--- src/hdl/fsab_pkg.sv ---
/* Shared definitions for the FSAB memory bus and the instruction cache.
 * Bus request and response beats travel as packed structs; the cache read
 * address is one packed union, seen either as a flat word or as cache fields.
 * Every RTL file and the bench import this package.
 */

package fsab_pkg;

	////////////////////////////////////////////////////////////////////////////
	// bus encodings
	////////////////////////////////////////////////////////////////////////////

	typedef enum logic [2:0] {
		FSAB_READ  = 3'b000,	// burst read, len beats come back.
		FSAB_WRITE = 3'b001	// write, data and mask carry the payload.
	} fsab_mode_t;

	localparam logic [3:0] FSAB_DID_CPU           = 4'h0;	// the core complex.
	localparam logic [3:0] FSAB_SUBDID_CPU_ICACHE = 4'h1;	// this cache within it.

	localparam int FSAB_CREDIT_W = 3;	// enough for up to 7 outstanding.

	typedef logic [FSAB_CREDIT_W-1:0] fsab_credit_t;

	// outbound request, one cycle per request.
	typedef struct packed {
		logic        valid;	// request present this cycle.
		fsab_mode_t  mode;
		logic [3:0]  did;	// requester device id.
		logic [3:0]  subdid;	// requester sub-device id.
		logic [31:0] addr;	// byte address, 8-byte aligned.
		logic [3:0]  len;	// number of 64-bit beats.
		logic [63:0] data;	// write data, zero on reads.
		logic [7:0]  mask;	// write byte mask, zero on reads.
	} fsab_req_t;

	// inbound beat, routed back by did and subdid.
	typedef struct packed {
		logic        valid;
		logic [3:0]  did;
		logic [3:0]  subdid;
		logic [63:0] data;	// high word is the higher address.
	} fsab_resp_t;

	////////////////////////////////////////////////////////////////////////////
	// cache geometry
	////////////////////////////////////////////////////////////////////////////

	localparam int         ICACHE_LINES  = 16;	// direct mapped.
	localparam int         ICACHE_DWORDS = 8;	// 64-bit beats per 64-byte line.
	localparam logic [3:0] FSAB_LINE_LEN = 4'd8;	// len of one line read.

	typedef logic [21:0] icache_tag_t;
	typedef logic [3:0]  icache_idx_t;
	typedef logic [2:0]  icache_dword_t;

	typedef struct packed {
		icache_tag_t   tag;	// bits 31:10.
		icache_idx_t   idx;	// bits 9:6, picks the line.
		icache_dword_t dword;	// bits 5:3, picks the beat.
		logic          half;	// bit 2, hi or lo word of the beat.
		logic [1:0]    boff;	// byte offset, ignored.
	} icache_fields_t;

	typedef union packed {
		logic [31:0]    word;
		icache_fields_t f;
	} icache_addr_u;

endpackage
--- src/hdl/fsab_req.sv ---
/* Outbound side of the cache on the FSAB bus.
 * Tracks the bus credits and drives a line-read request in the cycle that
 * the tag controller starts a miss.
 */

module fsab_req
	import fsab_pkg::*;
#(
	parameter int FSAB_CREDITS = 4	// credits granted at reset.
) (
	input  logic        clk,
	input  logic        rst_b,
	input  logic        miss_start,	// one-cycle start of a line fill.
	input  logic [31:0] fill_base,	// line base of the missing address.
	input  logic        fsabo_credit,	// one credit returned.
	output logic        credit_avail,	// at least one credit left.
	output fsab_req_t   fsabo
);

	fsab_credit_t credits;	// credits currently held.

	////////////////////////////////////////////////////////////////////////////
	// credit counter
	////////////////////////////////////////////////////////////////////////////

	// every request is exactly one cycle, so one valid costs one credit.
	always_ff @(posedge clk or negedge rst_b) begin
		if (!rst_b) begin
			credits <= fsab_credit_t'(FSAB_CREDITS);
		end else begin
			case ({fsabo_credit, miss_start})
				2'b10:   credits <= credits + 1'b1;	// return only.
				2'b01:   credits <= credits - 1'b1;	// issue only.
				default: credits <= credits;	// none, or both cancel.
			endcase
		end
	end

	assign credit_avail = (credits != '0);	// zero credits holds the miss off.

	////////////////////////////////////////////////////////////////////////////
	// request
	////////////////////////////////////////////////////////////////////////////

	always_comb begin
		fsabo        = '0;
		fsabo.valid  = miss_start;	// only ever a read from here.
		fsabo.mode   = FSAB_READ;
		fsabo.did    = FSAB_DID_CPU;
		fsabo.subdid = FSAB_SUBDID_CPU_ICACHE;	// beats come back tagged with this.
		fsabo.addr   = fill_base;
		fsabo.len    = FSAB_LINE_LEN;	// whole line, 8 beats.
		fsabo.data   = '0;
		fsabo.mask   = '0;
	end

endmodule

--- config.mk ---
export PLATFORM = sky130hd
export DESIGN_NAME = fsab_req
export DESIGN_NICKNAME = d
export VERILOG_FILES = /design/src/hdl/fsab_pkg.sv /design/src/hdl/fsab_req.sv
export SDC_FILE = /design/constraint.sdc
export NUM_CORES = 1
export LEC_CHECK = 0
export BUFFER_PORTS_ARGS = -buffer_cell sky130_fd_sc_hd__buf_2
export CAP_MARGIN = 20
export CORE_ASPECT_RATIO = 0.7
export CORE_UTILIZATION = 33
export CTS_CLUSTER_SIZE = 24
export DETAILED_ROUTE_END_ITERATION = 10
export GPL_ROUTABILITY_DRIVEN = 0
export PLACE_DENSITY_LB_ADDON = 0.05
export SKIP_CTS_REPAIR_TIMING = 1
export SYNTH_ARGS = -nofsm -noshare
export SYNTH_HDL_FRONTEND = slang
export SYNTH_SLANG_ARGS = --single-unit
export TNS_END_PERCENT = 100
--- constraint.sdc ---
create_clock -name clk -period 3.45 [get_ports clk]
set_clock_uncertainty 0.05 [all_clocks]
set_input_delay 0.1725 -clock clk [delete_from_list [all_inputs] [get_ports clk]]
set_output_delay 0.1725 -clock clk [all_outputs]
set_load 0.02 [all_outputs]
==> run_results.csv <==
group,metric,value,unit
worst_setup_path,endpoint_kind,"output pin",
clock_network,cts_tree,"done",
run_status,status,"complete, no violations",
power_and_ir_drop,p_leak,0.000398,uW
finish,largest_register,"credits",
worst_setup_path,crit_path_cell_trace,"or3_1 > buf_2",
placed_design,port_buffers,5,
worst_setup_path,critical-path-top-delay-family,"flip-flops",
floorplanning,die_h,49.6,microns
global_route,grt_max_degree,4,
global_route,grt_pass1_vias,210,
synthesis,synth.distinct_cells,12,
finish,largest_reg_flops,3,
clock_network,clockRootBuffer,"clkbuf_8",
clock_network,h-tree-depth,1,
floorplanning,initial_core_util,0.363,
floorplanning,core,2940,sq um
power_and_ir_drop,power_density,530,nW/um^2
worst_setup_path,crit_slowest_cell,"dfrtp_1",
synthesis,postSynthCellCount,134,
synthesis,yosysWarnings,0,
routing,antenna_left,0,
floorplanning,io_pins,157,
routing,dr_total_vias,391,
timing,fin_crit,1360,ps
global_route,grt_antenna_before_repair,0,
finish,antenna_cells,0,
finish,final_cells,145,
routing,drtIter0Drc,1,
routing,routedWlPerCell,6.51,microns
synthesis,ys_seq_elements,3,
job,maxCapViolCount,0,
timing,min_period_over_period,0.395,
timing,max_freq,733,MHz
worst_setup_path,cp.required,3230,ps
global_route,grt_usage,0.0433,
synthesis,ys_seq_area_frac,0.0714,
clock_network,cts_buffers,3,
worst_setup_path,path_buf_inv,1,
timing,setup_tns,0,ps
synthesis,synth_edf_count,0,
synthesis,ys_async_sr_fraction,1.00,
floorplanning,fp-row-count,16,
placed_design,place_area,557,sq um
synthesis,synth_common_cells,"120 x buf_4, 2 x conb_1, 2 x dfrtp_1, 2 x xnor2_1",
timing,slew_viol_final,0,
finish,syn2layout_area_growth,-42.7,%
routing,viasPerCell,2.70,
finish,nets,148,
clock_network,cts_sinks,3,
synthesis,synth.avg_cell_area,7.97,sq um
placed_design,dp_cells,140,
synthesis,synth_largest_area_cell,"buf_4",
synthesis,synth_flop_cell,"dfrtp_1",
clock_network,clkLatencyLatePin,210,ps
routing,drt-pass1-iter-count,2,
timing,rsz0062_at_grt,"no",
floorplanning,dieWidth,70.0,microns
timing,hold_viol,0,
synthesis,syn_area,1070,sq um
finish,fin_area,612,sq um
power_and_ir_drop,ir_worst_vdd,0.0000975,V
hold_path,hp-class,"input port to asynchronous set/reset pin",
finish,drive_above_1_share,0.0917,
floorplanning,dieArea,3470,sq um
worst_setup_path,arrival,1140,ps
synthesis,synth_most_common_cell,"buf_4",
synthesis,netlist_top_cells_area,"buf_4 84%, dfrtp_1 4.7%, dfstp_2 2.5%",
worst_setup_path,start_kind,"register",
worst_setup_path,slowest_delay,410,ps
worst_setup_path,critPathKind,"register to output pin",
routing,drc,0,
routing,routed_wl,944,microns
clock_network,clk_path_buf_depth,2,
placed_design,hpwl,861,microns
synthesis,synth_top_area_share,0.843,
finish,fillers,337,
timing,setup_viol_count_final,0,
worst_setup_path,worstPathMaxFanout,3,
clock_network,clk_pin_slew,30,ps
global_route,grt_first_pass_wirelength,1020,microns
finish,largestRegisters,"credits x3",
global_route,grt.overflow.total,0,
-- path summary, 6_finish.rpt --
kind                                        startpoint                endpoint  slack (ps)  depth (start not counted)
worst min-delay path                             rst_b  credits[1]$_DFFE_PN0P_         230                          2
max in group asynchronous                        rst_b  credits[2]$_DFFE_PN1P_        2920                          2
worst max-delay path            credits[0]$_DFFE_PN0P_            credit_avail        2090                          2
worst min register to register  credits[2]$_DFFE_PN1P_  credits[2]$_DFFE_PN1P_         470                          1
worst max register to register  credits[0]$_DFFE_PN0P_  credits[2]$_DFFE_PN1P_        2090                          4
min in group clk                          fill_base[3]               fsabo[79]         300                          0
-- layout by cell type (no fill, tap or decap) --
cell,n
clkbuf_1,1
conb_1,87
xor2_1,1
inv_1,1
dfrtp_1,2
dlygate4sd3_1,1
dfstp_2,1
buf_2,5
mux2_2,1
clkbuf_8,3
or3_1,1
fa_1,1
xnor2_1,2
ha_1,1
nor2_1,1
-- cells by family (layout without fill, tap and decap cells) --
logic type / after synthesis / in the layout / synth area share
buffers and inverters: 121 / 11 / 0.847
other: 2 / 87 / 0.00703
multiplexers: 1 / 1 / 0.0105
adder cells (fa/ha/maj): 2 / 2 / 0.0304
XOR/XNOR: 3 / 3 / 0.0246
AND/OR/NAND/NOR: 2 / 2 / 0.00937
flip-flops: 3 / 3 / 0.0714
-- cell type report --
type | count | area [sq um] | share of cell area
sequential | 3 | 76.3 | 0.125
inverter | 1 | 3.75 | 0.00613
tap | 36 | 45.0 | 0.0736
clock buffer | 4 | 45.0 | 0.0736
timing repair buffer | 6 | 35.0 | 0.0573
multi-input combinational | 95 | 407 | 0.665
-- power breakdown --
group / leakage, uW / switching (uW) / total (uW) / internal [uW]
Clock: 0.0000228 / 22.9 / 102 / 78.8
Combinational: 0.000342 / 111 / 147 / 35.5
Sequential: 0.0000338 / 16.8 / 75.9 / 59.1
-- through the flow --
| stage | setup slack, ps | hold slack, ps | utilization | total power (uW) |
|---|---|---|---|---|
| floorplan | 2130 | -173 | - | 336 |
| global placement | 2010 | -74.7 | 0.189 | 225 |
| detailed placement | 2030 | -77.9 | 0.189 | 222 |
| CTS | 2060 | -305 | 0.205 | 327 |
| global route | 2010 | 250 | 0.208 | 351 |
| finish | 2090 | 235 | 0.208 | 324 |
-- per-layer routing --
layer,up-vias,GRT usage,wire length (microns)
met4,0,0.0700,37
met5,-,0,0
li1,145,-,-
met1,160,0.0235,132
met2,78,0.0513,536
met3,8,0.0552,238
(Power assumes the default switching activity.)
