==> src/hdl/fsab_pkg.sv <==
/* Shared definitions for the FSAB memory bus and the instruction cache.
 * Bus request and response beats travel as packed structs; the cache read
 * address is one packed union, seen either as a flat word or as cache fields.
 * Every RTL file and the bench import this package.
 */

package fsab_pkg;

	////////////////////////////////////////////////////////////////////////////
	// bus encodings
	////////////////////////////////////////////////////////////////////////////

	typedef enum logic [2:0] {
		FSAB_READ  = 3'b000,	// burst read, len beats come back.
		FSAB_WRITE = 3'b001	// write, data and mask carry the payload.
	} fsab_mode_t;

	localparam logic [3:0] FSAB_DID_CPU           = 4'h0;	// the core complex.
	localparam logic [3:0] FSAB_SUBDID_CPU_ICACHE = 4'h1;	// this cache within it.

	localparam int FSAB_CREDIT_W = 3;	// enough for up to 7 outstanding.

	typedef logic [FSAB_CREDIT_W-1:0] fsab_credit_t;

	// outbound request, one cycle per request.
	typedef struct packed {
		logic        valid;	// request present this cycle.
		fsab_mode_t  mode;
		logic [3:0]  did;	// requester device id.
		logic [3:0]  subdid;	// requester sub-device id.
		logic [31:0] addr;	// byte address, 8-byte aligned.
		logic [3:0]  len;	// number of 64-bit beats.
		logic [63:0] data;	// write data, zero on reads.
		logic [7:0]  mask;	// write byte mask, zero on reads.
	} fsab_req_t;

	// inbound beat, routed back by did and subdid.
	typedef struct packed {
		logic        valid;
		logic [3:0]  did;
		logic [3:0]  subdid;
		logic [63:0] data;	// high word is the higher address.
	} fsab_resp_t;

	////////////////////////////////////////////////////////////////////////////
	// cache geometry
	////////////////////////////////////////////////////////////////////////////

	localparam int         ICACHE_LINES  = 16;	// direct mapped.
	localparam int         ICACHE_DWORDS = 8;	// 64-bit beats per 64-byte line.
	localparam logic [3:0] FSAB_LINE_LEN = 4'd8;	// len of one line read.

	typedef logic [21:0] icache_tag_t;
	typedef logic [3:0]  icache_idx_t;
	typedef logic [2:0]  icache_dword_t;

	typedef struct packed {
		icache_tag_t   tag;	// bits 31:10.
		icache_idx_t   idx;	// bits 9:6, picks the line.
		icache_dword_t dword;	// bits 5:3, picks the beat.
		logic          half;	// bit 2, hi or lo word of the beat.
		logic [1:0]    boff;	// byte offset, ignored.
	} icache_fields_t;

	typedef union packed {
		logic [31:0]    word;
		icache_fields_t f;
	} icache_addr_u;

endpackage
==> src/hdl/icache_fill.sv <==
/* Fill engine of the instruction cache, on fsabi_clk.
 * Picks up a new fill from the core's read toggle, counts the eight beats
 * addressed to this cache into the data store and hands the toggle back
 * once the last beat is written.
 */

module icache_fill
	import fsab_pkg::*;
(
	input  logic          fsabi_clk,
	input  logic          fsabi_rst_b,
	input  fsab_resp_t    fsabi,	// inbound beats, any device.
	input  logic          cur_read,	// clk domain, toggles per fill.
	output logic          wr_en,	// write one beat this cycle.
	output icache_dword_t wr_dword,	// beat position within the line.
	output logic [63:0]   wr_data,
	output logic          done_read	// set equal to cur_read when done.
);

	logic          cur_s1;	// first synchronizer stage.
	logic          cur_sync;	// read toggle, now on fsabi_clk.
	logic          cur_last;	// cur_sync one cycle back.
	logic          new_fill;
	logic          beat_match;
	icache_dword_t beat;	// next beat to write.

	////////////////////////////////////////////////////////////////////////////
	// read toggle synchronizer
	////////////////////////////////////////////////////////////////////////////

	always_ff @(posedge fsabi_clk or negedge fsabi_rst_b) begin
		if (!fsabi_rst_b) begin
			cur_s1   <= 1'b0;
			cur_sync <= 1'b0;
			cur_last <= 1'b0;
		end else begin
			cur_s1   <= cur_read;
			cur_sync <= cur_s1;
			cur_last <= cur_sync;
		end
	end

	assign new_fill = cur_sync ^ cur_last;	// edge of the toggle.

	// beats for other devices share the bus and are dropped here.
	assign beat_match = fsabi.valid && (fsabi.did == FSAB_DID_CPU) &&
	                    (fsabi.subdid == FSAB_SUBDID_CPU_ICACHE);

	////////////////////////////////////////////////////////////////////////////
	// beat counter
	////////////////////////////////////////////////////////////////////////////

	always_ff @(posedge fsabi_clk or negedge fsabi_rst_b) begin
		if (!fsabi_rst_b) begin
			beat      <= '0;
			done_read <= 1'b0;
		end else if (new_fill) begin
			beat <= '0;	// rewind for the new line.
		end else if (beat_match) begin
			beat <= beat + 1'b1;	// wraps to 0 after the last beat.
			if (beat == icache_dword_t'(ICACHE_DWORDS - 1)) begin
				done_read <= cur_sync;	// whole line is in the store.
			end
		end
	end

	assign wr_en    = beat_match && !new_fill;
	assign wr_dword = beat;
	assign wr_data  = fsabi.data;

endmodule

==> config.mk <==
export PLATFORM = sky130hd
export DESIGN_NAME = icache_fill
export DESIGN_NICKNAME = d
export VERILOG_FILES = /design/src/hdl/fsab_pkg.sv /design/src/hdl/icache_fill.sv
export SDC_FILE = /design/constraint.sdc
export NUM_CORES = 1
export LEC_CHECK = 0
export ABC_AREA = 1
export BUFFER_PORTS_ARGS = -buffer_cell sky130_fd_sc_hd__buf_4
export CAP_MARGIN = 10
export CORE_MARGIN = 5
export CORE_UTILIZATION = 25
export DETAILED_ROUTE_END_ITERATION = 8
export HOLD_SLACK_MARGIN = 0.12
export PLACE_DENSITY = 0.83
export RECOVER_POWER = 50
export SLEW_MARGIN = 30
export SYNTH_ARGS = -nofsm -noshare
export SYNTH_HDL_FRONTEND = slang
export SYNTH_SLANG_ARGS = --single-unit
==> constraint.sdc <==
create_clock -name fsabi_clk -period 1.1 [get_ports fsabi_clk]
set_input_delay 0.22 -clock fsabi_clk [delete_from_list [all_inputs] [get_ports fsabi_clk]]
set_output_delay 0.22 -clock fsabi_clk [all_outputs]
set_load 0.005 [all_outputs]
==> run metrics, run 1 <==
worst hold path class input pin to async pin; Crit-path slowest cell dfrtp_1; Overall Power 583 uW; Fillers 401; #FFs+latches synth 7; Static Leak 0.328 nW; post-route ant nets 0; status complete, but fails checks; Die W 69.1 um; WL/cell 11.5 um; gpl congestion 0.679; DRC Markers 0; distinct cell type count after synthesis 15; Flop pwr share 0.458; non-filler cells, final 120; Gate power share 0.139; kind of critical path register to output pin; Starting Density 0.259; drt pass-1 iters 3; WL final 1380 um; clock skew 5.59 ps; final setup margin -204 ps; crit path DAT 1080 ps; number of clock sinks 7; r2r endpoint wr_dword[2]; vias in the first global route 497; Synth Net Count 191; postcts setup bufs 0; Die H 69.1 um; RR Startpoint wr_dword[1]; Net count, final 153; Worst Path Buf+Inv 3; clock root cell clkbuf_4; largest net degree at the start of global routing 8; core area 3360 um2; worst-path fanout max 4; CP top delay family flip-flops; switch share 0.237; Layout Utilization 0.200; endpoints failing hold 0; Starting DRT DRC Count 14; Worst-Skew Late Latency 250 ps; Tmin final 1300 ps; worst endpoint required time 880 ps; mean post-synth cell area 7.72 um2; full die area 4770 um2; layout cell share with drive strength beyond 1 0.446; CP peak stage delay 400 ps; DP Wirelength 1140 um; R2R depth 4; switching pwr 138 uW; most common cell after layout, fill and taps aside buf_4; RSZ-0062 raised after global routing true; placed cell area 592 um2; Reg2Reg Setup Slack 50 ps; most frequent cells in the layout 15 x buf_4, 11 x nand2_1, 7 x nand3_1; Internal Pwr Total 445 uW; Mapped Area 872 um2; Antenna Cells 0; period utilization 1.19; antenna violations before repair 0; htree depth 1; global-route wire length before repair 2260 um; via count 467; Buffers on Ports 16; grt ovf 0; VDD IR max 485 uV; dpl cells 114; I/O Pins 145; worst setup path endpoint wr_en; clock tree from TritonCTS done; maxcap violations 0; CTS clk-pin slew, worst paths 60 ps; Clock Power Share 0.403; crit path from cur_sync; critical path depth in cells 6; highest clock rate 767 MHz; vias per cell 3.89; Final setup viols 1; FP Rows 21; crit path cell chain inv_1 > nand2_1 > nand2_2 > inv_2 > nor2_2 > buf_4; Synth-to-Final Area Change -23.0%; Slew Viols, Final 0; PD cells 867 nW/um2; Finished Cell Area 672 um2; sequential element share of the synthesized area 0.201; cell count after synthesis 113; failing checks setup timing; area of the multi-input gates 204 um2; CTS Buf Count 3; crit path capture type output pin; GR Util All Layers 0.0598; register area 176 um2; Slew @ Worst Pin 158 ps; synth warn 0; Rel. slew slack 0.894; Clock Tree Buf Depth 2; Startpoint Class register
[Yosys cell counts]
library cell / count / area, um2
nor2_4: 1 / 11.3
dfrtp_1: 7 / 175
ha_1: 2 / 25.0
nor3_1: 2 / 10.0
nor2_1: 4 / 15.0
buf_4: 64 / 480
nor2_2: 2 / 12.5
nand2_1: 11 / 41.3
nand3b_1: 1 / 7.51
nand4_1: 2 / 12.5
nand2_2: 1 / 6.26
nand3_1: 7 / 35.0
inv_2: 1 / 3.75
nand3_2: 1 / 10.0
inv_1: 7 / 26.3
[power by group through the flow]
stage,registers (mW),logic [mW],clock network (mW)
final,0.267,0.0812,0.235
after global placement,0.271,0.0735,0
after global routing,0.267,0.0898,0.269
after CTS,0.267,0.0813,0.244
after detailed placement,0.271,0.0754,0
after floorplan,0.271,0.214,0
[what timing repair did]
action / in CTS / in global routing
pin swaps: 3 / 4
setup endpoints to repair: 3 / 5
cloned: 0 / 0
hold buffers: 2 / 0
resized for setup: 5 / 5
endpoints found under the hold margin: 8 / 0
[registers in the layout (all words and copies together) (netlist names)]
register   count
done_read      1
cur_last       1
cur_sync       1
cur_s1         1
wr_dword       3
[logic make-up (layout without fill, tap and decap cells)]
family        after synthesis  in the layout  synth area share
flops                       7              7             0.201
fa+ha+maj                   2              2            0.0287
buf+inv                    72             33             0.585
simple gates               32             32             0.185
[metal layers]
layer,track usage,vias to the layer above,part of all wire
li1,-,206,-
met1,0.0515,190,0.36
met2,0.0752,55,0.38
met3,0.0538,16,0.19
met4,0.0694,0,0.066
met5,0,-,0
[metrics by stage]
step,hold WS [ps],setup WS [ps],TNS (ps)
after global placement,37.1,5.95,0
final,312,-204,-204
after CTS,307,-228,-230
after floorplan,-75.6,15.3,0
after detailed placement,38.9,-12.1,-12.1
after global routing,313,-289,-358
[worst min path at each step]
stage | end | cells after the start | slack [ps] | startpoint
final | wr_dword[0] | 2 | 310 | fsabi_rst_b
after global routing | wr_dword[0] | 2 | 310 | fsabi_rst_b
after CTS | wr_dword[0] | 2 | 310 | fsabi_rst_b
after detailed placement | cur_s1 | 1 | 40 | fsabi_rst_b
after global placement | cur_s1 | 1 | 40 | fsabi_rst_b
after floorplan | cur_last | 0 | -80 | fsabi_rst_b
[area by class of cell]
type	count	share of cell area
Clock buffer	4	0.0391
Tap cell	46	0.0857
Inverter	8	0.0447
Timing Repair Buffer	21	0.264
Sequential cell	7	0.263
Multi-Input combinational cell	34	0.304
No activity file was read; power rests on OpenSTA's default activity.
==> inputs of run 2 (changes only) <==
- ABC_AREA: 1 -> default
- PLACE_DENSITY: 0.83 -> 0.84
==> run 2 against run 1 <==
The flow still finishes with violations (setup timing). Synthesized cell count down 15%. Non-clock buffer count up 8. Sequential share of layout area down 2.3 points. Die area down 2.8%. Sequential power about the same. Largest cell class is now non-clock buffers. Total power up 1.2%. Highest routed layer unchanged. Clock skew up 2.7 ps.
==> run metrics, run 2 <==
Clock Tree Buf Depth 2 (unchanged); DRC Markers 0 (unchanged); Synth Net Count 174 (was 191); Starting Density 0.255 (was 0.259); #FFs+latches synth 7 (unchanged); most frequent cells in the layout 19 x buf_4, 8 x buf_6, 7 x dfrtp_1 (was 15 x buf_4, 11 x nand2_1, 7 x nand3_1); placed cell area 601 um2 (was 592 um2); status complete, but fails checks (unchanged); Die W 68.1 um (was 69.1 um); Worst-Skew Late Latency 250 ps (about the same); vias in the first global route 520 (was 497); RSZ-0062 raised after global routing true (unchanged); synth top area cells buf_4 58%, dfrtp_1 21%, mux2i_1 3.6% (was buf_4 55%, dfrtp_1 20%, nand2_1 4.7%); maxcap violations 0 (unchanged); highest clock rate 760 MHz (was 767 MHz); worst hold path class input pin to async pin (unchanged); crit path DAT 1100 ps (was 1080 ps); most common library cells after synthesis 65 x buf_4, 7 x dfrtp_1, 5 x nand2_1 (was 64 x buf_4, 11 x nand2_1, 7 x dfrtp_1, 7 x inv_1, 7 x nand3_1); failing checks setup timing (unchanged); Net count, final 143 (was 153); global-route wire length before repair 2370 um (was 2260 um); Antenna Cells 0 (unchanged); synth warn 0 (unchanged); CTS clk-pin slew, worst paths 50 ps (was 60 ps); Die H 68.1 um (was 69.1 um); mean post-synth cell area 8.78 um2 (was 7.72 um2); drt pass-1 iters 2 (was 3); core area 3310 um2 (was 3360 um2); most common cell after layout, fill and taps aside buf_4 (unchanged); layout cell share with drive strength beyond 1 0.563 (was 0.446); gpl congestion 0.613 (was 0.679); post-route ant nets 0 (unchanged); worst-path fanout max 2 (was 4); DP Wirelength 1190 um (was 1140 um); number of flip-flops in the largest register 3 (unchanged); Static Leak 0.328 nW (about the same); cell with the most instances after synthesis buf_4 (unchanged); via count 436 (was 467); distinct cell type count after synthesis 18 (was 15); Buffers on Ports 16 (unchanged); number of clock sinks 7 (unchanged); grt ovf 0 (unchanged); Post-synth ARST share 1.00 (unchanged); Synth-to-Final Area Change -13.2% (was -23.0%); full die area 4630 um2 (was 4770 um2); clock skew 8.33 ps (was 5.59 ps); VDD IR max 524 uV (was 485 uV); sequential element share of the synthesized area 0.208 (was 0.201); Startpoint Class register (unchanged); endpoints failing hold 0 (unchanged); final setup margin -215 ps (was -204 ps); Yosys top cell area share 0.579 (was 0.551); WL final 1570 um (was 1380 um); Slew Viols, Final 0 (unchanged); worst endpoint required time 880 ps (about the same); antenna violations before repair 0 (unchanged); clock root cell clkbuf_4 (unchanged); Mapped Area 843 um2 (was 872 um2); Starting DRT DRC Count 2 (was 14); period utilization 1.20 (was 1.19); CTS Buf Count 3 (unchanged); Finished Cell Area 732 um2 (was 672 um2); FP Rows 21 (unchanged); Synth Flop Type dfrtp_1 (unchanged); clock tree from TritonCTS done (unchanged); kind of critical path register to output pin (unchanged); largest net degree at the start of global routing 8 (unchanged); vias per cell 3.96 (was 3.89); area leader, netlist buf_4 (unchanged); WL/cell 14.2 um (was 11.5 um); GR Util All Layers 0.0711 (was 0.0598); Rel. slew slack 0.839 (was 0.894); crit path capture type output pin (unchanged); number of synthesized flops with an enable pin 0 (unchanged); Slew @ Worst Pin 240 ps (was 158 ps); PD cells 805 nW/um2 (was 867 nW/um2); cell count after synthesis 96 (was 113); Tmin final 1320 ps (was 1300 ps); Layout Utilization 0.221 (was 0.200); htree depth 1 (unchanged); Final setup viols 5 (was 1); I/O Pins 145 (unchanged)
run 2: cell count changes after synthesis, moves of 3 or more:
cell     change
inv_1        -6
nand2_1      -6
nand3_1      -7
mux2i_1      +3
nor2_1       -3
run 2: final cells by class:
cell class / instances / area, um2
Timing Repair Buffer: 29 / 253
Clock buffer: 4 / 26.3
Tap cell: 46 / 57.6
Inverter: 1 / 3.75
Fill cell: 378 / 2580
Multi-Input combinational cell: 23 / 216
Sequential cell: 7 / 175
run 2: through the flow:
stage          instances  setup TNS (ps)  power [mW]  worst slack, ps  hold slack (ps)
5_1_grt              110            -954       0.636             -286              324
6_report             110            -575       0.589             -215              314
3_5_place_dp         100           -1030       0.347             -252             33.9
2_1_floorplan         96            -182       0.478             -108            -75.6
4_1_cts              108            -520       0.592             -234              312
3_3_place_gp         100            -904       0.344             -248             32.4
run 2: path summary, 6_finish.rpt:
check                              endpoint   startpoint  slack (ps)  depth (start not counted)
worst max-delay path                  wr_en     cur_last        -220                          3
worst min-delay path               cur_last  fsabi_rst_b         310                          2
worst max register to register    done_read  wr_dword[1]        -160                          5
worst min register to register     cur_sync       cur_s1         340                          0
max in group asynchronous       wr_dword[1]  fsabi_rst_b         660                          2
min in group fsabi_clk            done_read    fsabi[71]         320                          4
run 2: logic make-up after synthesis:
logic type | share of synthesized area
muxes | 0.0356
xor gates and xnor gates | 0.0104
adders and majority gates | 0.0297
buffers and inverters | 0.583
DFF | 0.208
and+or+nand+nor | 0.120
AOI/OAI and AO/OA | 0.0134
run 2: worst max-delay path, stage by stage, from the launching register on:
cell and delay (ps):
dfrtp_1 410, xnor2_2 190, and2_1 150, buf_4 100
run 2: what timing repair did:
action,in CTS,in global routing
pin swaps,4,5
buffers inserted,3,4
resized for setup,10,5
endpoints found under the setup margin,6,8
endpoints found under the hold margin,8,0
hold buffers,2,0
run 2: report_power, final:
group          internal [mW]  switching [mW]
registers              0.264         0.00448
clock network          0.138          0.0915
logic                 0.0569          0.0346
run 2: layer usage:
layer	track usage	vias up	routed length (um)
met4	0.0943	0	183
met3	0.0690	28	327
li1	-	176	-
met5	0	-	0
met1	0.0443	177	341
met2	0.101	55	714
