===== src/hdl/fsab_pkg.sv =====
/* Shared definitions for the FSAB memory bus and the instruction cache.
 * Bus request and response beats travel as packed structs; the cache read
 * address is one packed union, seen either as a flat word or as cache fields.
 * Every RTL file and the bench import this package.
 */

package fsab_pkg;

	////////////////////////////////////////////////////////////////////////////
	// bus encodings
	////////////////////////////////////////////////////////////////////////////

	typedef enum logic [2:0] {
		FSAB_READ  = 3'b000,	// burst read, len beats come back.
		FSAB_WRITE = 3'b001	// write, data and mask carry the payload.
	} fsab_mode_t;

	localparam logic [3:0] FSAB_DID_CPU           = 4'h0;	// the core complex.
	localparam logic [3:0] FSAB_SUBDID_CPU_ICACHE = 4'h1;	// this cache within it.

	localparam int FSAB_CREDIT_W = 3;	// enough for up to 7 outstanding.

	typedef logic [FSAB_CREDIT_W-1:0] fsab_credit_t;

	// outbound request, one cycle per request.
	typedef struct packed {
		logic        valid;	// request present this cycle.
		fsab_mode_t  mode;
		logic [3:0]  did;	// requester device id.
		logic [3:0]  subdid;	// requester sub-device id.
		logic [31:0] addr;	// byte address, 8-byte aligned.
		logic [3:0]  len;	// number of 64-bit beats.
		logic [63:0] data;	// write data, zero on reads.
		logic [7:0]  mask;	// write byte mask, zero on reads.
	} fsab_req_t;

	// inbound beat, routed back by did and subdid.
	typedef struct packed {
		logic        valid;
		logic [3:0]  did;
		logic [3:0]  subdid;
		logic [63:0] data;	// high word is the higher address.
	} fsab_resp_t;

	////////////////////////////////////////////////////////////////////////////
	// cache geometry
	////////////////////////////////////////////////////////////////////////////

	localparam int         ICACHE_LINES  = 16;	// direct mapped.
	localparam int         ICACHE_DWORDS = 8;	// 64-bit beats per 64-byte line.
	localparam logic [3:0] FSAB_LINE_LEN = 4'd8;	// len of one line read.

	typedef logic [21:0] icache_tag_t;
	typedef logic [3:0]  icache_idx_t;
	typedef logic [2:0]  icache_dword_t;

	typedef struct packed {
		icache_tag_t   tag;	// bits 31:10.
		icache_idx_t   idx;	// bits 9:6, picks the line.
		icache_dword_t dword;	// bits 5:3, picks the beat.
		logic          half;	// bit 2, hi or lo word of the beat.
		logic [1:0]    boff;	// byte offset, ignored.
	} icache_fields_t;

	typedef union packed {
		logic [31:0]    word;
		icache_fields_t f;
	} icache_addr_u;

endpackage

===== src/hdl/icache_tag_ctl.sv =====
/* Core-side control of the instruction cache, on clk.
 * Holds the tag and valid store, computes hit and the wait level, starts a
 * line fill on a miss and commits the line once the fill engine hands back
 * its completion toggle.
 */

module icache_tag_ctl
	import fsab_pkg::*;
(
	input  logic         clk,
	input  logic         rst_b,
	input  icache_addr_u rd_addr,	// core fetch address.
	input  logic         rd_req,
	input  logic         credit_avail,	// from the bus request side.
	input  logic         done_read,	// fsabi_clk domain, toggles per fill.
	output logic         rd_wait,
	output logic         miss_start,
	output icache_addr_u fill_addr,	// line base of the pending fill.
	output logic         cur_read	// toggles once per started fill.
);

	logic [ICACHE_LINES-1:0] line_valid;
	icache_tag_t             tag_mem [ICACHE_LINES];	// one tag per line.

	logic fill_pending;	// a fill is on its way.
	logic done_s1;	// first synchronizer stage.
	logic done_sync;	// completion toggle, now on clk.
	logic hit;
	logic fill_done;

	////////////////////////////////////////////////////////////////////////////
	// hit and wait
	////////////////////////////////////////////////////////////////////////////

	assign hit = line_valid[rd_addr.f.idx] && (tag_mem[rd_addr.f.idx] == rd_addr.f.tag);

	assign rd_wait = rd_req && !hit;	// level, held until the line is in.

	// one fill at a time; without a credit the core just keeps waiting.
	assign miss_start = rd_wait && !fill_pending && credit_avail;

	// the two toggles agree again once the fill engine has seen beat 7.
	assign fill_done = fill_pending && (done_sync == cur_read);

	////////////////////////////////////////////////////////////////////////////
	// completion toggle synchronizer
	////////////////////////////////////////////////////////////////////////////

	always_ff @(posedge clk or negedge rst_b) begin
		if (!rst_b) begin
			done_s1   <= 1'b0;
			done_sync <= 1'b0;
		end else begin
			done_s1   <= done_read;	// crosses from fsabi_clk.
			done_sync <= done_s1;
		end
	end

	////////////////////////////////////////////////////////////////////////////
	// fill state and valid bits
	////////////////////////////////////////////////////////////////////////////

	always_ff @(posedge clk or negedge rst_b) begin
		if (!rst_b) begin
			line_valid   <= '0;	// cold cache.
			fill_pending <= 1'b0;
			cur_read     <= 1'b0;
		end else if (miss_start) begin
			fill_pending                <= 1'b1;
			cur_read                    <= ~cur_read;	// tells the fill engine to rewind.
			line_valid[rd_addr.f.idx]   <= 1'b0;	// line is being overwritten.
		end else if (fill_done) begin
			fill_pending                <= 1'b0;
			line_valid[fill_addr.f.idx] <= 1'b1;
		end
	end

	// fill_addr stays frozen while pending, so the fill engine reads it
	// across the domain boundary without a synchronizer.
	always_ff @(posedge clk) begin
		if (miss_start) begin
			fill_addr.word <= {rd_addr.word[31:6], 6'b0};	// line base.
		end
	end

	always_ff @(posedge clk) begin
		if (fill_done) begin
			tag_mem[fill_addr.f.idx] <= fill_addr.f.tag;	// same cycle as the valid bit.
		end
	end

endmodule


===== config.mk =====
export PLATFORM = sky130hd
export DESIGN_NAME = icache_tag_ctl
export DESIGN_NICKNAME = d
export VERILOG_FILES = /design/src/hdl/fsab_pkg.sv /design/src/hdl/icache_tag_ctl.sv
export SDC_FILE = /design/constraint.sdc
export NUM_CORES = 1
export LEC_CHECK = 0
export BUFFER_PORTS_ARGS = -buffer_cell sky130_fd_sc_hd__clkbuf_2
export CAP_MARGIN = 40
export CORE_MARGIN = 2
export CORE_UTILIZATION = 45
export DETAILED_ROUTE_END_ITERATION = 8
export GPL_TIMING_DRIVEN = 0
export SLEW_MARGIN = 20
export SYNTH_ARGS = -nofsm -noshare
export SYNTH_HDL_FRONTEND = slang
export SYNTH_SLANG_ARGS = --single-unit

===== constraint.sdc =====
create_clock -name clk -period 6.1 [get_ports clk]
set_clock_uncertainty 0.05 [all_clocks]
set_input_delay 1.525 -clock clk [delete_from_list [all_inputs] [get_ports clk]]
set_output_delay 1.525 -clock clk [all_outputs]
set_load 0.02 [all_outputs]

==> results of run 1 <==
==> worst paths after layout <==
| check | end | slack (ns) | cells after the start |
|---|---|---|---|
| setup reg to reg | fill_addr[29] | 2.72 | 12 |
| setup / recovery | miss_start | 0.02 | 15 |
| hold / removal | done_sync | 0.31 | 0 |
| min in group asynchronous | cur_read | 0.90 | 1 |
| max in group asynchronous | line_valid[9] | 4.74 | 1 |
| hold reg to reg | done_sync | 0.31 | 0 |
==> cells by family after synthesis <==
| group | after synthesis |
|---|---|
| and+or+nand+nor | 89 |
| xor gates and xnor gates | 25 |
| buffers and inverters | 62 |
| AOI/OAI and AO/OA | 115 |
| other | 1 |
| muxes | 152 |
| DFF | 398 |
==> cell usage after synthesis (9+ instances only) <==
cell / n / area share, %
a22oi_1: 23 / 1.1
nor3_1: 9 / 0.28
o22ai_1: 12 / 0.47
edfxtp_1: 378 / 71
mux4_2: 57 / 8.0
nor2_1: 22 / 0.51
nand2_1: 21 / 0.49
buf_4: 12 / 0.56
xor2_1: 9 / 0.49
inv_1: 16 / 0.37
mux2i_1: 70 / 4.4
mux2_2: 25 / 1.8
o32a_1: 12 / 0.75
buf_2: 18 / 0.56
o21ai_0: 13 / 0.41
xnor2_1: 16 / 0.87
dfrtp_1: 20 / 3.1
==> cell type report <==
class	count	area [sq um]	area share, %
Sequential cell	398	11850	60.98
Multi-Input combinational cell	387	4205	21.64
Clock buffer	52	1110	5.710
Timing Repair Buffer	104	895.9	4.610
Tap cell	461	576.8	2.968
Buffer	42	511.7	2.633
Clock inverter	26	212.7	1.094
Inverter	17	71.32	0.3670
==> per-stage QoR <==
stage | cells | hold WS, ns
after floorplan | 847 | 0.2812
after global placement | 1367 | 0.2936
after detailed placement | 1396 | 0.2950
after CTS | 1477 | 0.3121
after global routing | 1487 | 0.3295
final | 1487 | 0.3111
==> layer usage <==
layer / up-vias / share of wire, % / GRT usage [%]
met3: 76 / 9.4 / 5.619
met1: 4768 / 40 / 34.76
met2: 465 / 48 / 40.38
li1: 3755 / - / -
met4: 0 / 2.6 / 6.993
met5: - / 0 / 0
==> layout by cell type (no fill, tap or decap), drive strengths merged, types with 9 or more instances in the layout <==
cell type,netlist,layout
o21ai,13,13
a22oi,24,24
nand2,22,22
nor2,22,22
a221oi,10,10
inv,17,17
dfrtp,20,20
clkbuf,7,119
mux2,25,25
mux2i,70,70
xnor2,16,16
clkinv,0,22
nor3,9,9
o32a,12,12
edfxtp,378,378
mux4,57,57
o22ai,12,12
xor2,9,9
buf,38,79
==> power groups by stage <==
stage / Sequential [mW] / Combinational (mW) / Clock, mW
4_1_cts: 3.25 / 0.621 / 2.48
6_report: 3.26 / 0.646 / 2.44
3_3_place_gp: 3.31 / 0.538 / 0
2_1_floorplan: 3.29 / 0.325 / 0
3_5_place_dp: 3.31 / 0.577 / 0
5_1_grt: 3.27 / 0.676 / 2.59
==> sequential cells by signal, summed over array words and instances, names as in the netlist <==
name,flops
done_s1,1
fill_addr,26
fill_pending,1
line_valid,16
tag_mem,352
cur_read,1
done_sync,1
==> repair_timing <==
item,in CTS,in global routing
buffers inserted,6,8
resized for setup,87,28
setup endpoints to repair,2,1
cloned,0,2
pin swaps,6,9
==> worst max-delay path: cells and delay by family <==
kind / cells / cell delay (ns)
buffers and inverters: 7 / 1.05
AO/OA/AOI/OAI: 4 / 0.94
AND/OR/NAND/NOR: 4 / 0.97
==> summary.txt, run 1 <==
Status = finished, final reports clean
Initial antenna violation count = 0
Clk slew on worst S/H paths = 0.06 ns
Worst Setup SP = rd_addr[6]
Final Hold Viols = 0
Final core occ = 54.91%
Clk pwr share = 38.5%
Compound-Gate Fraction of Synth Area = 5.617%
Final WL = 45,650 um
Post-synthesis mux area share = 14.11%
DRT iter0 DRCs = 1,060
Setup slack at placement = -1.254 ns
Share of layout cells above drive strength 1 = 33.04%
CTS root buf = clkbuf_16
CTS H-tree lvls = 2
Clk buf depth = 3
Max Clk Rate = 164.6 MHz
Number of detailed-route iterations in the first pass = 6
Worst setup SP type = input port
Core area = 35,400 sq um
DP Wirelength = 29,610 um
Starting density of the core = 45.37%
Fin. max-slew vios = 0
TritonCTS clock tree = built
P&R area growth vs syn = 21.01%
Worst Path Max Fanout = 10
Critical-path cell list = buf_6 -> buf_12 -> buf_12 -> or2_2 -> o22ai_1 -> o21ai_1 -> nand3_1 -> or3_1 -> a211oi_2 -> a31oi_4 -> nand2_4 -> buf_8 -> inv_6 -> buf_12 -> clkbuf_2
Worst-margin pin slew = 0.8740 ns
Min-Delay Path Class = reg -> reg
Power Density = 326.5 nW/um^2
Skew-Pair Late Insertion Delay = 0.55 ns
Die ar. = 37,220 sq um
Comb pwr share = 10.2%
Setup Crit Path Kind = in -> out
Internal Dissipation = 4.841 mW
Maximum vdd ir drop = 226.2 uV
Post-Synth Simple-Gate Area = 2.773%
DP Area = 17,500 sq um
Die W = 192.9 um
FF-to-FF Start = tag_mem[6][5]
Io pins = 72
Gr ovfl total = 0
Crit end category = primary output
Final setup vio count = 0
Filler cells = 2,768
GPL Wtd Cong = 0.8280
Syn avg cell area = 19.07 sq um
Vias = 9,064
P_sw = 1.504 mW
Antenna cells = 0
Global Route Usage Sum = 25.11%
Ys async rst share = 5.025%
Mapped Cells = 842
Maxcap violations = 0
Wire per inst = 30.70 um
Final Cycle Share = 99.62%
Sink Count = 398
Yosys warning count = 0
Power share of the sequential group = 51.3%
Slowest stage cell, crit path = or3_1
DRC Markers = 0
Setup TNS = 0 ns
Number of global-route vias before repair = 8,792
Final worst slack = 0.02301 ns
Pin count of the biggest net entering global routing = 21
Die Height = 192.9 um
Post-synth EDFFs = 378
Fin area = 19,430 sq um
Post-Synth Adder-Cell Area = 0%
Worst path most repeated cell = buf_12
CTS buffer count = 42
Post-synth top flop = edfxtp_1
Layout Nets = 1,029
Xor/xnor share of the synthesized area = 1.363%
Data arrival, critical path = 4.50 ns
Lkg Pwr = 6.625 nW
HP Start = done_s1
CP max stage delay = 0.36 ns
Sw frac = 23.71%
Mapped Area = 16,060 sq um
Max_slew headroom = 41.41%
Final worst path period need = 6.077 ns
Seq cells post-synth = 398
Via/cell ratio = 6.095
Overall power = 6.345 mW
Register area share after synthesis = 73.79%
Cts hold-fix bufs = 0
I/O Buffers = 59
Row cnt = 69
Routed Antenna Nets = 0
Global-route wire length before repair = 63,780 um
Largest family of logic cells by synthesized area = multiplexers
Worst endpoint required time = 4.53 ns
Yosys cell types = 57
Power figures use the tool's default switching activity.
==> run 2, diff against run 1 <==
==> constraint.sdc (replaced) <==
create_clock -name clk -period 5.9 [get_ports clk]
set_clock_uncertainty 0.05 [all_clocks]
set_input_delay 1.475 -clock clk [delete_from_list [all_inputs] [get_ports clk]]
set_output_delay 1.475 -clock clk [all_outputs]
set_load 0.02 [all_outputs]
==> run 2 against run 1 <==
  * Design area up 1.2%
  * Via count about the same
  * Final cell count is 0.61% higher
  * First-iteration DRC count rose by 9.8%
  * Non-clock buffer count is 9 higher
  * Utilization is 0.66 points higher
  * Critical path depth is the same
  * Power up 3.9%
  * Sequential power rose by 3%
  * Combinational power increased by 7.4%
  * Routed wire length grew 0.80%
  * Hold slack improved by 0.00052 ns
  * Critical path type unchanged
  * Critical endpoint unchanged
==> summary.txt, run 2 (synthesized netlist as in run 1, its figures left out) <==
Min-Delay Path Class = reg -> reg (unchanged)
Filler cells = 2,749 (was 2,768)
Worst setup SP type = input port (unchanged)
Multi-input logic area = 4295 sq um (was 4205 sq um)
Number of global-route vias before repair = 8,842 (was 8,792)
P&R area growth vs syn = 22.46% (was 21.01%)
Die Height = 192.9 um (unchanged)
Gr ovfl total = 0 (unchanged)
Global-route wire length before repair = 64,070 um (was 63,780 um)
Flop-to-flop setup slack = 2.63 ns (was 2.72 ns)
Top Family by Delay on Critical Path = buffers and inverters (unchanged)
Wire per inst = 30.76 um (was 30.70 um)
Antenna cells = 0 (unchanged)
Power Density = 335.3 nW/um^2 (was 326.5 nW/um^2)
Crit end category = primary output (unchanged)
Final setup vio count = 0 (unchanged)
Via/cell ratio = 6.060 (was 6.095)
Sink Count = 398 (unchanged)
Register area = 11,850 sq um (unchanged)
Worst-margin pin slew = 0.8642 ns (was 0.8740 ns)
Pin count of the biggest net entering global routing = 21 (unchanged)
WHS = 0.3116 ns (was 0.3111 ns)
Reg2reg path depth = 11 (was 12)
Final Hold Viols = 0 (unchanged)
DRT iter0 DRCs = 1,164 (was 1,060)
Final worst path period need = 5.846 ns
I/O Buffers = 59 (unchanged)
Final Non-Filler Cells = 1,496 (was 1,487)
Max_slew headroom = 42.07% (was 41.41%)
Commonest non-fill, non-tap cell in the layout = edfxtp_1 (unchanged)
Largest register FFs = 352 (unchanged)
Final WL = 46,010 um (was 45,650 um)
Worst Path Max Fanout = 10 (unchanged)
Core area = 35,400 sq um (unchanged)
CTS buffer count = 42 (unchanged)
Biggest regs = tag_mem x352, fill_addr x26, line_valid x16 (unchanged)
CTS root buf = clkbuf_16 (unchanged)
Skew-Pair Late Insertion Delay = 0.56 ns (was 0.55 ns)
Starting density of the core = 45.37% (unchanged)
Layout Nets = 1,038 (was 1,029)
Status = finished, final reports clean (unchanged)
Lkg Pwr = 6.719 nW (was 6.625 nW)
Worst path most repeated cell = buf_12 (unchanged)
CP max stage delay = 0.51 ns (was 0.36 ns)
Row cnt = 69 (unchanged)
Critical-path cell list = buf_12 -> buf_12 -> buf_16 -> buf_12 -> mux4_2 -> mux2i_2 -> xnor2_2 -> o31a_1 -> nor4_4 -> a31oi_4 -> nand2_4 -> buf_8 -> inv_8 -> buf_12 -> clkbuf_4 (was buf_6 -> buf_12 -> buf_12 -> or2_2 -> o22ai_1 -> o21ai_1 -> nand3_1 -> or3_1 -> a211oi_2 -> a31oi_4 -> nand2_4 -> buf_8 -> inv_6 -> buf_12 -> clkbuf_2)
Cells on Worst Hold Path = 0 (unchanged)
Largest Register = tag_mem (unchanged)
Inst Count DP = 1,396 (unchanged)
Routed Antenna Nets = 0 (unchanged)
Buffers & Inverters on Critical Path = 8 (was 7)
DRC Markers = 0 (unchanged)
Io pins = 72 (unchanged)
CTS H-tree lvls = 2 (unchanged)
WHS Endpoint = done_sync (unchanged)
Vias = 9,066 (was 9,064)
Share of layout cells above drive strength 1 = 34.78% (was 33.04%)
GPL Wtd Cong = 0.8280 (unchanged)
Slowest stage cell, crit path = mux4_2 (was or3_1)
Maximum vdd ir drop = 230.4 uV (was 226.2 uV)
Commonest cells after routing, fill and taps aside = 378 x edfxtp_1, 63 x mux2i_1, 58 x clkbuf_2, 57 x mux4_2, 44 x clkbuf_16 (was 378 x edfxtp_1, 64 x mux2i_1, 59 x clkbuf_2, 57 x mux4_2, 45 x clkbuf_16)
DP Wirelength = 29,610 um (unchanged)
Die W = 192.9 um (unchanged)
Maxcap violations = 0 (unchanged)
Data arrival, critical path = 4.32 ns (was 4.50 ns)
Clk slew on worst S/H paths = 0.06 ns (about the same)
Global Route Usage Sum = 25.23% (was 25.11%)
Worst endpoint required time = 4.38 ns (was 4.53 ns)
FF-to-FF Start = tag_mem[6][14] (was tag_mem[6][5])
Die ar. = 37,220 sq um (unchanged)
Number of detailed-route iterations in the first pass = 6 (unchanged)
Initial antenna violation count = 0 (unchanged)
Max Clk Rate = 171.0 MHz
Setup Crit Path Kind = in -> out (unchanged)
Reg2reg end = fill_addr[29] (unchanged)
Fin. max-slew vios = 0 (unchanged)
TritonCTS clock tree = built (unchanged)
Final Cycle Share = 99.09%
HP Start = done_s1 (unchanged)
Clk buf depth = 3 (unchanged)
## run 2: cell count changes in the layout (fill, tap and decap cells not counted), moves of 2 or more
cell	before	now
buf_6	17	15
xnor2_2	1	3
buf_12	15	20
buf_4	35	42
a22oi_2	5	7
xnor2_1	14	12
buf_16	8	10
a22oi_1	19	17
## run 2: how the worst max path moves through the flow
stage                     from         end  slack (ns)  depth (start not counted)
floorplan           rd_addr[6]  miss_start        0.15                         11
global placement    rd_addr[7]  miss_start       -2.21                         15
detailed placement  rd_addr[7]  miss_start       -1.35                         16
CTS                 rd_addr[7]  miss_start        0.01                         15
global route        rd_addr[7]  miss_start       -0.01                         15
finish              rd_addr[6]  miss_start        0.05                         15
## run 2: cell type report
class	instances	area share, %
buffer	42	2.710
clock buffer	52	5.643
clock inverter	26	1.081
inverter	17	0.3753
multi-input combinational	387	21.84
sequential	398	60.26
tap	461	2.933
timing repair buffer	113	5.159
## run 2: where the power goes
part / internal [mW] / total (mW) / switching (mW)
sequential: 3.26 / 3.37 / 0.109
clock: 1.47 / 2.53 / 1.07
combinational: 0.296 / 0.694 / 0.398
total: 5.02 / 6.59 / 1.57
## run 2: what timing repair did
| item | in CTS | in global routing |
|---|---|---|
| hold buffers | 0 | 0 |
| pin swaps | 11 | 11 |
| setup buffers | 10 | 13 |
| resized for setup | 100 | 39 |
| endpoints found under the setup margin | 2 | 1 |
| cloned | 1 | 1 |
| hold endpoints to repair | 0 | 0 |
## run 2: stage by stage
stage	worst slack (ns)	total power, mW	area, sq um	setup TNS (ns)	utilization (%)
after floorplan	0.1544	3.743	16080	0	-
after global placement	-2.206	3.974	16950	-22.78	47.89
after detailed placement	-1.354	4.018	17500	-1.999	49.43
after CTS	0.01145	6.587	19310	0	54.56
after global routing	-0.01130	6.786	19670	-0.01130	55.56
final	0.05354	6.594	19670	0	55.56
## run 2: routing by layer
layer | GRT usage (%) | routed length (um) | part of all wire [%] | up-vias
met4 | 7.634 | 1472 | 3.2 | 0
met5 | 0 | 0 | 0 | -
met2 | 40.32 | 21690 | 47 | 444
li1 | - | - | - | 3772
met3 | 5.274 | 4069 | 8.8 | 93
met1 | 35.15 | 18780 | 41 | 4757
==> run 3, diff against run 2 <==
--- a/config.mk
+++ b/config.mk
@@ -5,8 +5,10 @@
 export SDC_FILE = /design/constraint.sdc
 export NUM_CORES = 1
 export LEC_CHECK = 0
-export BUFFER_PORTS_ARGS = -buffer_cell sky130_fd_sc_hd__clkbuf_2
+export ABC_AREA = 1
+export BUFFER_PORTS_ARGS = -buffer_cell sky130_fd_sc_hd__buf_2
 export CAP_MARGIN = 40
+export CORE_ASPECT_RATIO = 0.6
 export CORE_MARGIN = 2
 export CORE_UTILIZATION = 45
 export DETAILED_ROUTE_END_ITERATION = 8
==> run 3 against run 2 <==
  * Hold slack lost 0.0046 ns
  * Maximum frequency grew 1.7%
  * Sequential power is essentially flat
  * Critical path type unchanged
  * Largest cell class unchanged
==> summary.txt, run 3 <==
Status = finished, final reports clean (unchanged)
Final setup vio count = 0 (unchanged)
Worst Path Max Fanout = 14 (was 10)
Die Height = 153.8 um (was 192.9 um)
Antenna cells = 0 (unchanged)
Crit end category = primary output (unchanged)
Min-Delay Path Class = reg -> reg (unchanged)
RSZ-0062 raised after global routing = false
Share of layout cells above drive strength 1 = 14.87% (was 34.78%)
Mapped Cells = 1,622 (was 842)
Starting density of the core = 45.96% (was 45.37%)
Cts hold-fix bufs = 0 (unchanged)
TritonCTS clock tree = built (unchanged)
Maxcap violations = 0 (unchanged)
P&R area growth vs syn = 15.75% (was 22.46%)
CTS H-tree lvls = 2 (unchanged)
Final Hold Viols = 0 (unchanged)
Worst setup SP type = input port (unchanged)
I/O Buffers = 59 (unchanged)
Commonest cells after routing, fill and taps aside = 950 x nand2_1, 378 x edfxtp_1, 89 x buf_2, 67 x nor2_1, 41 x clkbuf_16 (was 378 x edfxtp_1, 63 x mux2i_1, 58 x clkbuf_2, 57 x mux4_2, 44 x clkbuf_16)
Final worst slack = 0.1493 ns (was 0.05354 ns)
Max_slew headroom = 43.82% (was 42.07%)
Routed Antenna Nets = 0 (unchanged)
Worst endpoint required time = 4.38 ns (about the same)
Clk slew on worst S/H paths = 0.07 ns (was 0.06 ns)
FF-to-FF Start = cur_read (was tag_mem[6][14])
Mapped Area = 16,830 sq um (was 16,060 sq um)
Area contributors post-synth = edfxtp_1 67%, nand2_1 21%, dfrtp_1 3.0% (was edfxtp_1 71%, mux4_2 8.0%, mux2i_1 4.4%)
Setup slack at placement = -0.4489 ns (was -1.354 ns)
Number of global-route vias before repair = 10,940 (was 8,842)
Skew-Pair Late Insertion Delay = 0.54 ns (was 0.56 ns)
DRT iter0 DRCs = 1,429 (was 1,164)
WHS Endpoint = done_sync (unchanged)
Reg2reg end = tag_mem[6][21] (was fill_addr[29])
Biggest regs = tag_mem x352, fill_addr x26, line_valid x16 (unchanged)
DP Wirelength = 33,720 um (was 29,610 um)
Yosys cell types = 27 (was 57)
Seq cells post-synth = 398 (unchanged)
Global-route wire length before repair = 72,590 um (was 64,070 um)
Die W = 253.7 um (was 192.9 um)
Final WL = 49,600 um (was 46,010 um)
Power Density = 330.4 nW/um^2 (was 335.3 nW/um^2)
Final worst path period need = 5.751 ns (was 5.846 ns)
Via/cell ratio = 5.160 (was 6.060)
Reg2reg path depth = 9 (was 11)
Data arrival, critical path = 4.23 ns (was 4.32 ns)
Wire per inst = 21.57 um (was 30.76 um)
Global Route Usage Sum = 26.02% (was 25.23%)
CTS root buf = clkbuf_16 (unchanged)
Cells on Worst Hold Path = 0 (unchanged)
Filler cells = 3,252 (was 2,749)
Setup TNS = 0 ns (unchanged)
Row cnt = 54 (was 69)
Layout Nets = 1,805 (was 1,038)
Initial antenna violation count = 0 (unchanged)
Syn avg cell area = 10.38 sq um (was 19.07 sq um)
Final Cycle Share = 97.47% (was 99.09%)
Area share of the leading cell type in the synthesized netlist = 67.44% (was 70.68%)
Top-count cell post-synth = nand2_1 (was edfxtp_1)
Core area = 36,620 sq um (was 35,400 sq um)
Max Clk Rate = 173.9 MHz (was 171.0 MHz)
Sink Count = 398 (unchanged)
Setup Crit Path Kind = in -> out (unchanged)
Pin count of the biggest net entering global routing = 23 (was 21)
Vias = 11,870 (was 9,066)
DRC Markers = 0 (unchanged)
Io pins = 72 (unchanged)
Number of detailed-route iterations in the first pass = 5 (was 6)
Synth area leader = edfxtp_1 (unchanged)
GPL Wtd Cong = 0.8662 (was 0.8280)
Maximum vdd ir drop = 191.5 uV (was 230.4 uV)
Ys async rst share = 5.025% (unchanged)
Fin. max-slew vios = 0 (unchanged)
Worst Setup SP = rd_addr[8] (was rd_addr[6])
Post-synth EDFFs = 378 (unchanged)
Synth cell count leaders = 956 x nand2_1, 378 x edfxtp_1, 72 x nor2_1, 34 x inv_1, 29 x buf_2 (was 378 x edfxtp_1, 70 x mux2i_1, 57 x mux4_2, 25 x mux2_2, 23 x a22oi_1)
Post-synth top flop = edfxtp_1 (unchanged)
Clk buf depth = 3 (unchanged)
Largest Register = tag_mem (unchanged)
Gr ovfl total = 0 (unchanged)
Flop-to-flop setup slack = 3.01 ns (was 2.63 ns)
Largest register FFs = 352 (unchanged)
Register area share after synthesis = 70.42% (was 73.79%)
Yosys warning count = 0 (unchanged)
HP Start = done_s1 (unchanged)
CTS buffer count = 38 (was 42)
Lkg Pwr = 8.260 nW (was 6.719 nW)
Commonest non-fill, non-tap cell in the layout = nand2_1 (was edfxtp_1)
Die ar. = 39,010 sq um (was 37,220 sq um)
Worst-margin pin slew = 0.8382 ns (was 0.8642 ns)
run 3: changes by cell type after synthesis, sizes merged, moves of 16 or more:
cell,previous run,this run
nand2,22,956
mux2i,70,0
mux4,57,0
nor2,22,74
mux2,25,0
a22oi,24,0
buf,38,62
nand3,5,27
inv,17,36
o21bai,0,18
xnor2,16,0
run 3: worst max path at each step:
stage,to,slack [ns]
finish,miss_start,0.15
global route,miss_start,0.005
CTS,miss_start,0.02
detailed placement,miss_start,-0.45
global placement,tag_mem[6][11],-1.39
floorplan,miss_start,0.86
run 3: kinds of logic after synthesis:
family	Yosys count	share of synthesized area [%]
AOI/OAI and AO/OA	41	1.509
xor gates and xnor gates	1	0.05205
buffers and inverters	112	3.717
DFF	398	70.42
other	1	0.02228
and+or+nand+nor	1069	24.28
run 3: layout make-up:
type / count / area (sq um) / area share (%)
multi-input cells: 1117 / 4476 / 22.97
well taps: 504 / 630.6 / 3.237
inverters: 38 / 155.1 / 0.7964
clock inverters: 22 / 125.1 / 0.6423
repair buffers: 101 / 620.6 / 3.186
plain buffers: 74 / 578.1 / 2.967
flip-flops and latches: 398 / 11850 / 60.84
clock buffers: 46 / 1045 / 5.363
run 3: where the power goes:
part / internal (mW) / leakage (nW) / switching, mW / total (mW)
registers: 3.28 / 3.62 / 0.124 / 3.40
clock network: 1.30 / 0.580 / 1.05 / 2.36
logic: 0.202 / 4.06 / 0.473 / 0.675
run 3: metal layers:
| metal | global-route usage [%] | wire (um) | vias up |
|---|---|---|---|
| met5 | 0 | 0 | - |
| met4 | 5.742 | 945 | 0 |
| met3 | 6.331 | 5771 | 69 |
| met2 | 36.09 | 20060 | 607 |
| met1 | 41.09 | 22830 | 5629 |
| li1 | - | - | 5564 |
run 3: timing repair:
action                                  in CTS  in global routing
pin swaps                                    0                  1
endpoints found under the hold margin        0                  0
gates resized for setup                     20                 52
endpoints found under the setup margin       1                  1
setup buffers                                0                  2
run 3: through the flow:
stage | instances | util, % | hold slack, ns | total power [mW] | cell area [sq um]
after floorplan | 1627 | - | 0.2812 | 3.807 | 16850
after global placement | 2190 | 48.54 | 0.2838 | 4.071 | 17770
after detailed placement | 2230 | 49.51 | 0.2878 | 4.107 | 18130
after CTS | 2298 | 52.83 | 0.3062 | 6.437 | 19340
after global routing | 2300 | 53.20 | 0.3339 | 6.660 | 19480
final | 2300 | 53.20 | 0.3070 | 6.436 | 19480
run 3: critical path, stage by stage:
cell and delay (ns):
buf_2 0.15, inv_1 0.07, nand2_1 0.09, clkinv_2 0.25, clkbuf_2 0.37, nand2_1 0.15
nand2_1 0.08, o21ai_1 0.16, nand2_1 0.08, nor2_2 0.19, nand2_1 0.08, nor2_1 0.14
nand3_2 0.17, nand3_4 0.14, buf_6 0.17, inv_8 0.09, buf_16 0.17, buf_2 0.17
